File: config.mk
export PLATFORM = sky130hd
export DESIGN_NAME = MipsExecCore
export DESIGN_NICKNAME = d
export VERILOG_FILES = /design/src/design/MipsPkg.sv /design/src/design/ExecuteUnit.sv /design/src/design/InstrDecoder.sv /design/src/design/IntegerAlu.sv /design/src/design/MipsExecCore.sv /design/src/design/PipeStage.sv /design/src/design/RegisterFile.sv
export SDC_FILE = /design/constraint.sdc
export NUM_CORES = 2
export LEC_CHECK = 0
export ABC_CLOCK_PERIOD_IN_PS = 5300
export BUFFER_PORTS_ARGS = -buffer_cell sky130_fd_sc_hd__buf_2
export CAP_MARGIN = 0
export CORE_ASPECT_RATIO = 0.5
export CORE_UTILIZATION = 30
export DETAILED_ROUTE_END_ITERATION = 8
export SLEW_MARGIN = 20
export SYNTH_ARGS = -nofsm -noshare
export SYNTH_HDL_FRONTEND = slang
export SYNTH_SLANG_ARGS = --single-unit
File: constraint.sdc
create_clock -name i_Clock -period 5.3 [get_ports i_Clock]
set_input_delay 0.795 -clock i_Clock [delete_from_list [all_inputs] [get_ports i_Clock]]
set_output_delay 0.795 -clock i_Clock [all_outputs]
set_load 0.02 [all_outputs]
File: src/design/MipsPkg.sv
// Shared definitions of the integer execute engine
//  - Data, register index and field widths
//  - Opcode and function codes of the supported instructions
//  - ALU operation enum
//  - Decoded op and result records
package MipsPkg;

    localparam int DataWidth    = 32;  // Register and result width
    localparam int RegAddrWidth = 5;   // 32 registers
    localparam int InstrWidth   = 32;
    localparam int OpcodeWidth  = 6;
    localparam int FunctWidth   = 6;
    localparam int ImmWidth     = 16;

    // ------------------------------------------------------------
    // Encodings
    // ------------------------------------------------------------
    localparam logic [OpcodeWidth-1:0] OpSpecial = 6'h00;  // R-type group
    localparam logic [OpcodeWidth-1:0] OpAddiu   = 6'h09;
    localparam logic [OpcodeWidth-1:0] OpSlti    = 6'h0A;
    localparam logic [OpcodeWidth-1:0] OpAndi    = 6'h0C;
    localparam logic [OpcodeWidth-1:0] OpOri     = 6'h0D;
    localparam logic [OpcodeWidth-1:0] OpXori    = 6'h0E;
    localparam logic [OpcodeWidth-1:0] OpLui     = 6'h0F;

    localparam logic [FunctWidth-1:0] FnAddu = 6'h21;
    localparam logic [FunctWidth-1:0] FnSubu = 6'h23;
    localparam logic [FunctWidth-1:0] FnAnd  = 6'h24;
    localparam logic [FunctWidth-1:0] FnOr   = 6'h25;
    localparam logic [FunctWidth-1:0] FnXor  = 6'h26;
    localparam logic [FunctWidth-1:0] FnNor  = 6'h27;
    localparam logic [FunctWidth-1:0] FnSlt  = 6'h2A;
    localparam logic [FunctWidth-1:0] FnSltu = 6'h2B;

    // ------------------------------------------------------------
    // Records
    // ------------------------------------------------------------
    typedef enum logic [3:0] {
        AluAdd, AluSub, AluAnd, AluOr, AluXor, AluNor, AluSlt, AluSltu, AluLui
    } AluOp_t;

    typedef struct packed {
        AluOp_t                  AluOp;
        logic [RegAddrWidth-1:0] SrcA;     // rs
        logic [RegAddrWidth-1:0] SrcB;     // rt, R-type only
        logic [RegAddrWidth-1:0] DestReg;  // Zero when illegal
        logic [DataWidth-1:0]    Imm;      // Already extended
        logic                    UseImm;
        logic                    Illegal;
    } DecodedOp_t;

    typedef struct packed {
        logic [RegAddrWidth-1:0] DestReg;
        logic [DataWidth-1:0]    Value;
        logic                    Illegal;
    } ExecResult_t;

endpackage

File: src/design/ExecuteUnit.sv
// Processing part of the execute engine
//  - Operand read from the register file
//  - Immediate or register B as second operand
//  - ALU result and write back on the acceptance edge
`timescale 1ns/10ps

module ExecuteUnit import MipsPkg::*; (
    input  logic        i_Clock,
    input  logic        i_rst,

    // Decoded op stream
    input  logic        i_OpValid,
    input  DecodedOp_t  i_Op,
    output logic        o_OpReady,

    // Result stream
    output logic        o_ResValid,
    output ExecResult_t o_Res,
    input  logic        i_ResReady
);

    logic [DataWidth-1:0] RdDataA, RdDataB;
    logic [DataWidth-1:0] OperandB;
    logic [DataWidth-1:0] AluValue;
    logic                 Accept;    // Result taken at this edge
    logic                 WrEnable;

    // ------------------------------------------------------------
    // Handshake, passed straight through
    // ------------------------------------------------------------
    assign o_ResValid = i_OpValid;
    assign o_OpReady  = i_ResReady;
    assign Accept     = i_OpValid && i_ResReady;
    assign WrEnable   = Accept && !i_Op.Illegal && (i_Op.DestReg != '0);

    RegisterFile RegisterFile_i (
        .i_Clock    (i_Clock),
        .i_rst      (i_rst),
        .i_WrAddr   (i_Op.DestReg),
        .i_WrData   (o_Res.Value),
        .i_WrEnable (WrEnable),
        .i_RdAddrA  (i_Op.SrcA),
        .o_RdDataA  (RdDataA),
        .i_RdAddrB  (i_Op.SrcB),
        .o_RdDataB  (RdDataB)
    );

    assign OperandB = i_Op.UseImm ? i_Op.Imm : RdDataB;

    IntegerAlu IntegerAlu_i (
        .i_AluOp    (i_Op.AluOp),
        .i_OperandA (RdDataA),
        .i_OperandB (OperandB),
        .o_Value    (AluValue)
    );

    // Result record, illegal ops carry zero
    always_comb begin
        o_Res.DestReg = i_Op.DestReg;
        o_Res.Value   = i_Op.Illegal ? '0 : AluValue;
        o_Res.Illegal = i_Op.Illegal;
    end

endmodule

File: src/design/InstrDecoder.sv
// Input side of the execute engine
//  - Field split of the instruction word
//  - ALU op, destination and immediate extension
//  - Registered through a one-entry stage
`timescale 1ns/10ps

module InstrDecoder import MipsPkg::*; (
    input  logic                  i_Clock,
    input  logic                  i_rst,

    // Instruction stream
    input  logic                  i_InstrValid,
    input  logic [InstrWidth-1:0] i_Instr,
    output logic                  o_InstrReady,

    // Decoded op stream
    output logic                  o_OpValid,
    output DecodedOp_t            o_Op,
    input  logic                  i_OpReady
);

    logic [OpcodeWidth-1:0]  Opcode;
    logic [FunctWidth-1:0]   Funct;
    logic [RegAddrWidth-1:0] Rs, Rt, Rd;
    logic [ImmWidth-1:0]     Imm;
    logic [DataWidth-1:0]    ImmSigned, ImmZero;
    DecodedOp_t              Decoded;

    assign Opcode = i_Instr[31:26];
    assign Rs     = i_Instr[25:21];
    assign Rt     = i_Instr[20:16];
    assign Rd     = i_Instr[15:11];
    assign Funct  = i_Instr[FunctWidth-1:0];
    assign Imm    = i_Instr[ImmWidth-1:0];

    assign ImmSigned = {{(DataWidth-ImmWidth){Imm[ImmWidth-1]}}, Imm};
    assign ImmZero   = {{(DataWidth-ImmWidth){1'b0}}, Imm};

    always_comb begin
        Decoded       = '0;
        Decoded.AluOp = AluAdd;
        Decoded.SrcA  = Rs;
        Decoded.SrcB  = Rt;
        case (Opcode)
            OpSpecial: begin
                Decoded.DestReg = Rd;  // R-type writes rd
                case (Funct)
                    FnAddu:  Decoded.AluOp = AluAdd;
                    FnSubu:  Decoded.AluOp = AluSub;
                    FnAnd:   Decoded.AluOp = AluAnd;
                    FnOr:    Decoded.AluOp = AluOr;
                    FnXor:   Decoded.AluOp = AluXor;
                    FnNor:   Decoded.AluOp = AluNor;
                    FnSlt:   Decoded.AluOp = AluSlt;
                    FnSltu:  Decoded.AluOp = AluSltu;
                    default: Decoded.Illegal = 1'b1;
                endcase
            end
            // Arithmetic immediates are sign extended
            OpAddiu: {Decoded.AluOp, Decoded.Imm} = {AluAdd, ImmSigned};
            OpSlti:  {Decoded.AluOp, Decoded.Imm} = {AluSlt, ImmSigned};
            // Logic immediates and LUI are zero extended
            OpAndi:  {Decoded.AluOp, Decoded.Imm} = {AluAnd, ImmZero};
            OpOri:   {Decoded.AluOp, Decoded.Imm} = {AluOr, ImmZero};
            OpXori:  {Decoded.AluOp, Decoded.Imm} = {AluXor, ImmZero};
            OpLui:   {Decoded.AluOp, Decoded.Imm} = {AluLui, ImmZero};
            default: Decoded.Illegal = 1'b1;
        endcase

        if (Opcode != OpSpecial) begin
            Decoded.UseImm  = 1'b1;
            Decoded.DestReg = Rt;  // I-type writes rt
        end
        if (Decoded.Illegal)
            Decoded.DestReg = '0;  // Never targets a register
    end

    PipeStage #(.Payload_t(DecodedOp_t)) OpStage_i (
        .i_Clock (i_Clock),
        .i_rst   (i_rst),
        .i_Valid (i_InstrValid),
        .i_Data  (Decoded),
        .o_Ready (o_InstrReady),
        .o_Valid (o_OpValid),
        .o_Data  (o_Op),
        .i_Ready (i_OpReady)
    );

endmodule

File: src/design/IntegerAlu.sv
// Combinational integer ALU
//  - Wraparound add and subtract
//  - Bitwise logic, signed and unsigned set-less-than, LUI
`timescale 1ns/10ps

module IntegerAlu import MipsPkg::*; (
    input  AluOp_t               i_AluOp,
    input  logic [DataWidth-1:0] i_OperandA,
    input  logic [DataWidth-1:0] i_OperandB,
    output logic [DataWidth-1:0] o_Value
);

    logic LessSigned, LessUnsigned;

    assign LessSigned   = $signed(i_OperandA) < $signed(i_OperandB);
    assign LessUnsigned = i_OperandA < i_OperandB;

    always_comb begin
        case (i_AluOp)
            AluAdd:  o_Value = i_OperandA + i_OperandB;  // Carry dropped
            AluSub:  o_Value = i_OperandA - i_OperandB;
            AluAnd:  o_Value = i_OperandA & i_OperandB;
            AluOr:   o_Value = i_OperandA | i_OperandB;
            AluXor:  o_Value = i_OperandA ^ i_OperandB;
            AluNor:  o_Value = ~(i_OperandA | i_OperandB);
            AluSlt:  o_Value = DataWidth'(LessSigned);
            AluSltu: o_Value = DataWidth'(LessUnsigned);
            // Immediate moved to the upper half, rs ignored
            AluLui:  o_Value = {i_OperandB[ImmWidth-1:0], {(DataWidth-ImmWidth){1'b0}}};
            default: o_Value = '0;
        endcase
    end

endmodule

File: src/design/MipsExecCore.sv
// Top level of the integer execute engine
//  - Decoder stage, execute unit, output result stage
//  - Two items in flight, one per cycle throughput
`timescale 1ns/10ps

module MipsExecCore import MipsPkg::*; (
    input  logic                  i_Clock,
    input  logic                  i_rst,

    // Instruction stream in
    input  logic                  i_InstrValid,
    input  logic [InstrWidth-1:0] i_Instr,
    output logic                  o_InstrReady,

    // Result stream out
    output logic                  o_ResultValid,
    output ExecResult_t           o_Result,
    input  logic                  i_ResultReady
);

    // Decoder to execute unit
    logic        OpValid, OpReady;
    DecodedOp_t  Op;
    // Execute unit to output stage
    logic        ResValid, ResReady;
    ExecResult_t Res;

    InstrDecoder InstrDecoder_i (
        .i_Clock      (i_Clock),
        .i_rst        (i_rst),
        .i_InstrValid (i_InstrValid),
        .i_Instr      (i_Instr),
        .o_InstrReady (o_InstrReady),
        .o_OpValid    (OpValid),
        .o_Op         (Op),
        .i_OpReady    (OpReady)
    );

    ExecuteUnit ExecuteUnit_i (
        .i_Clock    (i_Clock),
        .i_rst      (i_rst),
        .i_OpValid  (OpValid),
        .i_Op       (Op),
        .o_OpReady  (OpReady),
        .o_ResValid (ResValid),
        .o_Res      (Res),
        .i_ResReady (ResReady)
    );

    PipeStage #(.Payload_t(ExecResult_t)) ResultStage_i (
        .i_Clock (i_Clock),
        .i_rst   (i_rst),
        .i_Valid (ResValid),
        .i_Data  (Res),
        .o_Ready (ResReady),
        .o_Valid (o_ResultValid),
        .o_Data  (o_Result),
        .i_Ready (i_ResultReady)
    );

endmodule

File: src/design/PipeStage.sv
// One-entry valid/ready register stage
//  - Payload type chosen per instance
//  - Ready flows back combinationally, no skid buffer
`timescale 1ns/10ps

module PipeStage #(
    parameter type Payload_t = logic [31:0]  // Record held by the stage
) (
    input  logic     i_Clock,
    input  logic     i_rst,

    // Upstream side
    input  logic     i_Valid,
    input  Payload_t i_Data,
    output logic     o_Ready,

    // Downstream side
    output logic     o_Valid,
    output Payload_t o_Data,
    input  logic     i_Ready
);

    logic     Full;   // Entry occupied
    Payload_t Data;

    // Free now, or emptied at this edge
    assign o_Ready = !Full || i_Ready;

    always_ff @(posedge i_Clock) begin
        if (i_rst)
            Full <= 1'b0;
        else if (o_Ready)
            Full <= i_Valid;  // Refill or drain
    end

    always_ff @(posedge i_Clock) begin
        if (i_Valid && o_Ready)
            Data <= i_Data;
    end

    assign o_Valid = Full;
    assign o_Data  = Data;

endmodule

File: src/design/RegisterFile.sv
// MIPS register file
//  - One write port for registers 1 to 31
//  - Two independent combinational read ports
//  - Register 0 always reads zero
`timescale 1ns/10ps

module RegisterFile import MipsPkg::*; (
    input  logic                    i_Clock,
    input  logic                    i_rst,

    // Write port
    input  logic [RegAddrWidth-1:0] i_WrAddr,
    input  logic [DataWidth-1:0]    i_WrData,
    input  logic                    i_WrEnable,

    // Read port A
    input  logic [RegAddrWidth-1:0] i_RdAddrA,
    output logic [DataWidth-1:0]    o_RdDataA,

    // Read port B
    input  logic [RegAddrWidth-1:0] i_RdAddrB,
    output logic [DataWidth-1:0]    o_RdDataB
);

    localparam int NumRegs = 2 ** RegAddrWidth;

    // No storage behind register 0
    logic [DataWidth-1:0] Regs [1:NumRegs-1];

    always_ff @(posedge i_Clock) begin
        if (i_rst) begin
            for (int i = 1; i < NumRegs; i++)
                Regs[i] <= '0;
        end
        else if (i_WrEnable && (i_WrAddr != '0)) begin
            Regs[i_WrAddr] <= i_WrData;
        end
    end

    // Index 0 and reset read as zero
    always_comb begin
        o_RdDataA = (i_rst || (i_RdAddrA == '0)) ? '0 : Regs[i_RdAddrA];
        o_RdDataB = (i_rst || (i_RdAddrB == '0)) ? '0 : Regs[i_RdAddrB];
    end

endmodule

==> reports/qor.csv <==
metric;value;unit
status;complete, but fails checks;
violations;setup timing;
synth_top_family_by_area;multiplexers;
io_pins;76;
dr.pass1.iters;6;
vias_per_cell;6.05;
r2r_end;ExecuteUnit_i.RegisterFile_i.Regs[25][17];
rsz0062_at_grt;true;
path_cells;buf_12, buf_16, buf_6, buf_6, mux4_2, mux4_2, mux2_4, and2_4, ha_4, or4_4, a21oi_4, nor4_1, buf_4, o21a_2, o211a_1, a2111oi_4, o221a_4, clkbuf_16, nor2_1;
routedWlPerCell;32.1;µm
cpMaxStageDelayCell;or4_4;
post_layout_nonfiller_instances;7986;
ys_seq_elements;1112;
p_per_area;311;nW/µm²
critPathMaxStageDelay;0.53;ns
grt_pass1_vias;46652;
crit_required;5.75;ns
setup.worst_path.start_class;flop;
vias;48336;
min_to;InstrDecoder_i.OpStage_i.o_Data[46];
gr-total-overflow;0;
ctsHoldBuffers;0;
synth_top_area_frac;0.531;
hpwl;166000;µm
grt_pass1_wl;349000;µm
m1WireLength;91700;µm
pwr-share-clk;0.327;
maxSlewViolCount;0;
fmax;183;MHz
synthTopCellsByArea;edfxtp_1 (53%), mux4_2 (23%), a21oi_1 (3.8%);
fp-row-count;117;
cts_buffer_depth;3;
slew_headroom;0.195;
synth_adder_area_share;0.0210;
critPathKind;flop to flop;
clkSinkCount;1112;
fin_crit_sh;1.03;
crit_buf_inv;6;
start_util;0.304;
synth-compound-area-share;0.0802;
cap_violations;0;
postRouteAntennaNets;0;
drt-initial-drc-count;7554;
place_inst;7578;
grt_start_max_net_pins;149;
synthXorXnorAreaFrac;0.00127;
grtUsageTotal;0.234;
synth.mux.area_fraction;0.244;
yosysUniqueCellTypes;89;
ff2ff_path_depth;19;
yosysWarnings;0;
seq_area_frac_synth;0.535;
routed.top_layer;met5;
gp_congestion;0.979;
hold_violations;0;
wl_met3;41600;µm
synthArstFlopShare;0;
drc;0;
p_leak;28.2;nW
p_int;0.0174;W
cts_tree;yes;
place_area;71400;µm²
final_nets;5287;
cts_root_buf;clkbuf_16;
end_kind;flop;
wl;257000;µm
antenna_found_initial;12;
htreeDepth;3;
hold_start;i_Instr[23];
postLayoutCellArea;79800;µm²
synthCells;4503;
fp.dieArea;209000;µm²
io_buffers;75;
drive_gt1_frac;0.419;
ys.flop_type;edfxtp_1;
p_switching;0.00743;W
crit_arrival;5.90;ns
reg2reg_slack;-0.15;ns
critPathTopFamily;multiplexers;
min_path_type;primary input to flop;
crit_fanout;16;
worst_slew_pin_slew;1.20;ns
synth.cell_area;62200;µm²
crit_cells;19;
finalSetupViolCount;320;
period_needed;5.45;ns
layout_common_cells;edfxtp_1 (1100), buf_4 (681), mux4_2 (629), nor2_1 (530), a21oi_1 (424);
seqPwrFrac;0.410;
ir_worst_vdd;0.000303;V
area_delta_synth_final;28.2;%
avgSynthCellArea;13.8;µm²
insertion_delay;0.78;ns
synth_edf_count;1100;
synth_top_cell_by_area;edfxtp_1;
setup_ws;-0.154;ns
fin_skew;0.0785;ns
synthSimpleGateAreaFrac;0.0796;
hold_depth;1;
cts_buffers;114;
clk_pin_slew;0.06;ns
die_w;646;µm
coreArea;205000;µm²
power_frac_comb;0.262;
die_h;324;µm
final_common_cell;edfxtp_1;
wl_met2;111000;µm
switching_share;0.300;
[per-layer routing]
metal | track usage | up-vias
met4 | 0.0894 | 16
met3 | 0.0858 | 736
met1 | 0.304 | 24605
li1 | - | 19035
met5 | 0.00498 | -
met2 | 0.356 | 3944
[Yosys cell counts (all sizes together), types with 42 or more instances]
cell type,number
nor3,184
o21ai,92
ha,101
nand2,159
edfxtp,1100
mux2i,45
mux2,49
nor2,560
nand3,65
mux4,629
clkbuf,345
a21oi,474
inv,111
a31oi,42
buf,147
[per-stage QoR]
step / total power, W / setup WS [ns] / TNS (ns) / hold slack (ns) / util
floorplan: 0.0130 / 0.000358 / 0 / 0.424 / -
global placement: 0.0155 / -0.529 / -220.50 / 0.499 / 0.348
detailed placement: 0.0156 / -0.546 / -242.30 / 0.499 / 0.348
CTS: 0.0240 / -0.0256 / -0.397 / 0.220 / 0.377
global route: 0.0253 / -0.206 / -44.88 / 0.222 / 0.390
finish: 0.0248 / -0.154 / -19.22 / 0.245 / 0.390
[state kept, by name, summed over array words and instances, names as in the netlist, named ones only]
register	count
ResultStage_i.o_Valid	1
InstrDecoder_i.OpStage_i.o_Valid	1
ResultStage_i.o_Data	38
InstrDecoder_i.OpStage_i.o_Data	38
ExecuteUnit_i.RegisterFile_i.Regs	1024
[worst max-delay path by stage]
stage,slack [ns],endpoint,from
after floorplan,0.0004,ExecuteUnit_i.RegisterFile_i.Regs[0][30],flop
after global placement,-0.53,ResultStage_i.o_Data[31],i_rst
after detailed placement,-0.55,ResultStage_i.o_Data[32],flop
after CTS,-0.03,ExecuteUnit_i.RegisterFile_i.Regs[19][31],flop
after global routing,-0.21,ExecuteUnit_i.RegisterFile_i.Regs[20][19],flop
final,-0.15,ExecuteUnit_i.RegisterFile_i.Regs[25][17],flop
[power groups by stage]
stage               clock network [W]  registers [W]  logic (W)
floorplan                           0         0.0103    0.00275
global placement                    0         0.0103    0.00519
detailed placement                  0         0.0103    0.00522
CTS                           0.00811         0.0102    0.00568
global route                  0.00843         0.0102    0.00667
finish                        0.00812         0.0102    0.00651
[timing repair]
item | 4_1_cts | 5_1_grt
pin swaps | 35 | 88
endpoints found under the hold margin | 0 | 0
endpoints found under the setup margin | 822 | 819
cloned | 16 | 21
resized for setup | 207 | 353
buffers inserted | 70 | 97
[cells by family (layout without fill, tap and decap cells)]
group	count (synthesis)	count (layout)
multiplexers	723	723
XOR/XNOR	9	9
buffers and inverters	604	1316
AND/OR/NAND/NOR	1119	1119
AO/OA/AOI/OAI	832	832
adder cells (fa/ha/maj)	103	103
other	1	35
flip-flops	1112	1112
[area by class of cell]
type / instances / area (µm²)
Fill cell: 18702 / 125000
Tap cell: 2737 / 3420
Sequential cell: 1112 / 33300
Antenna cell: 3 / 7.51
Inverter: 112 / 425
Clock buffer: 139 / 2970
Clock inverter: 75 / 726
Timing Repair Buffer: 990 / 9950
Multi-Input combinational cell: 2818 / 29000
No activity file was read; power rests on OpenSTA's default activity.
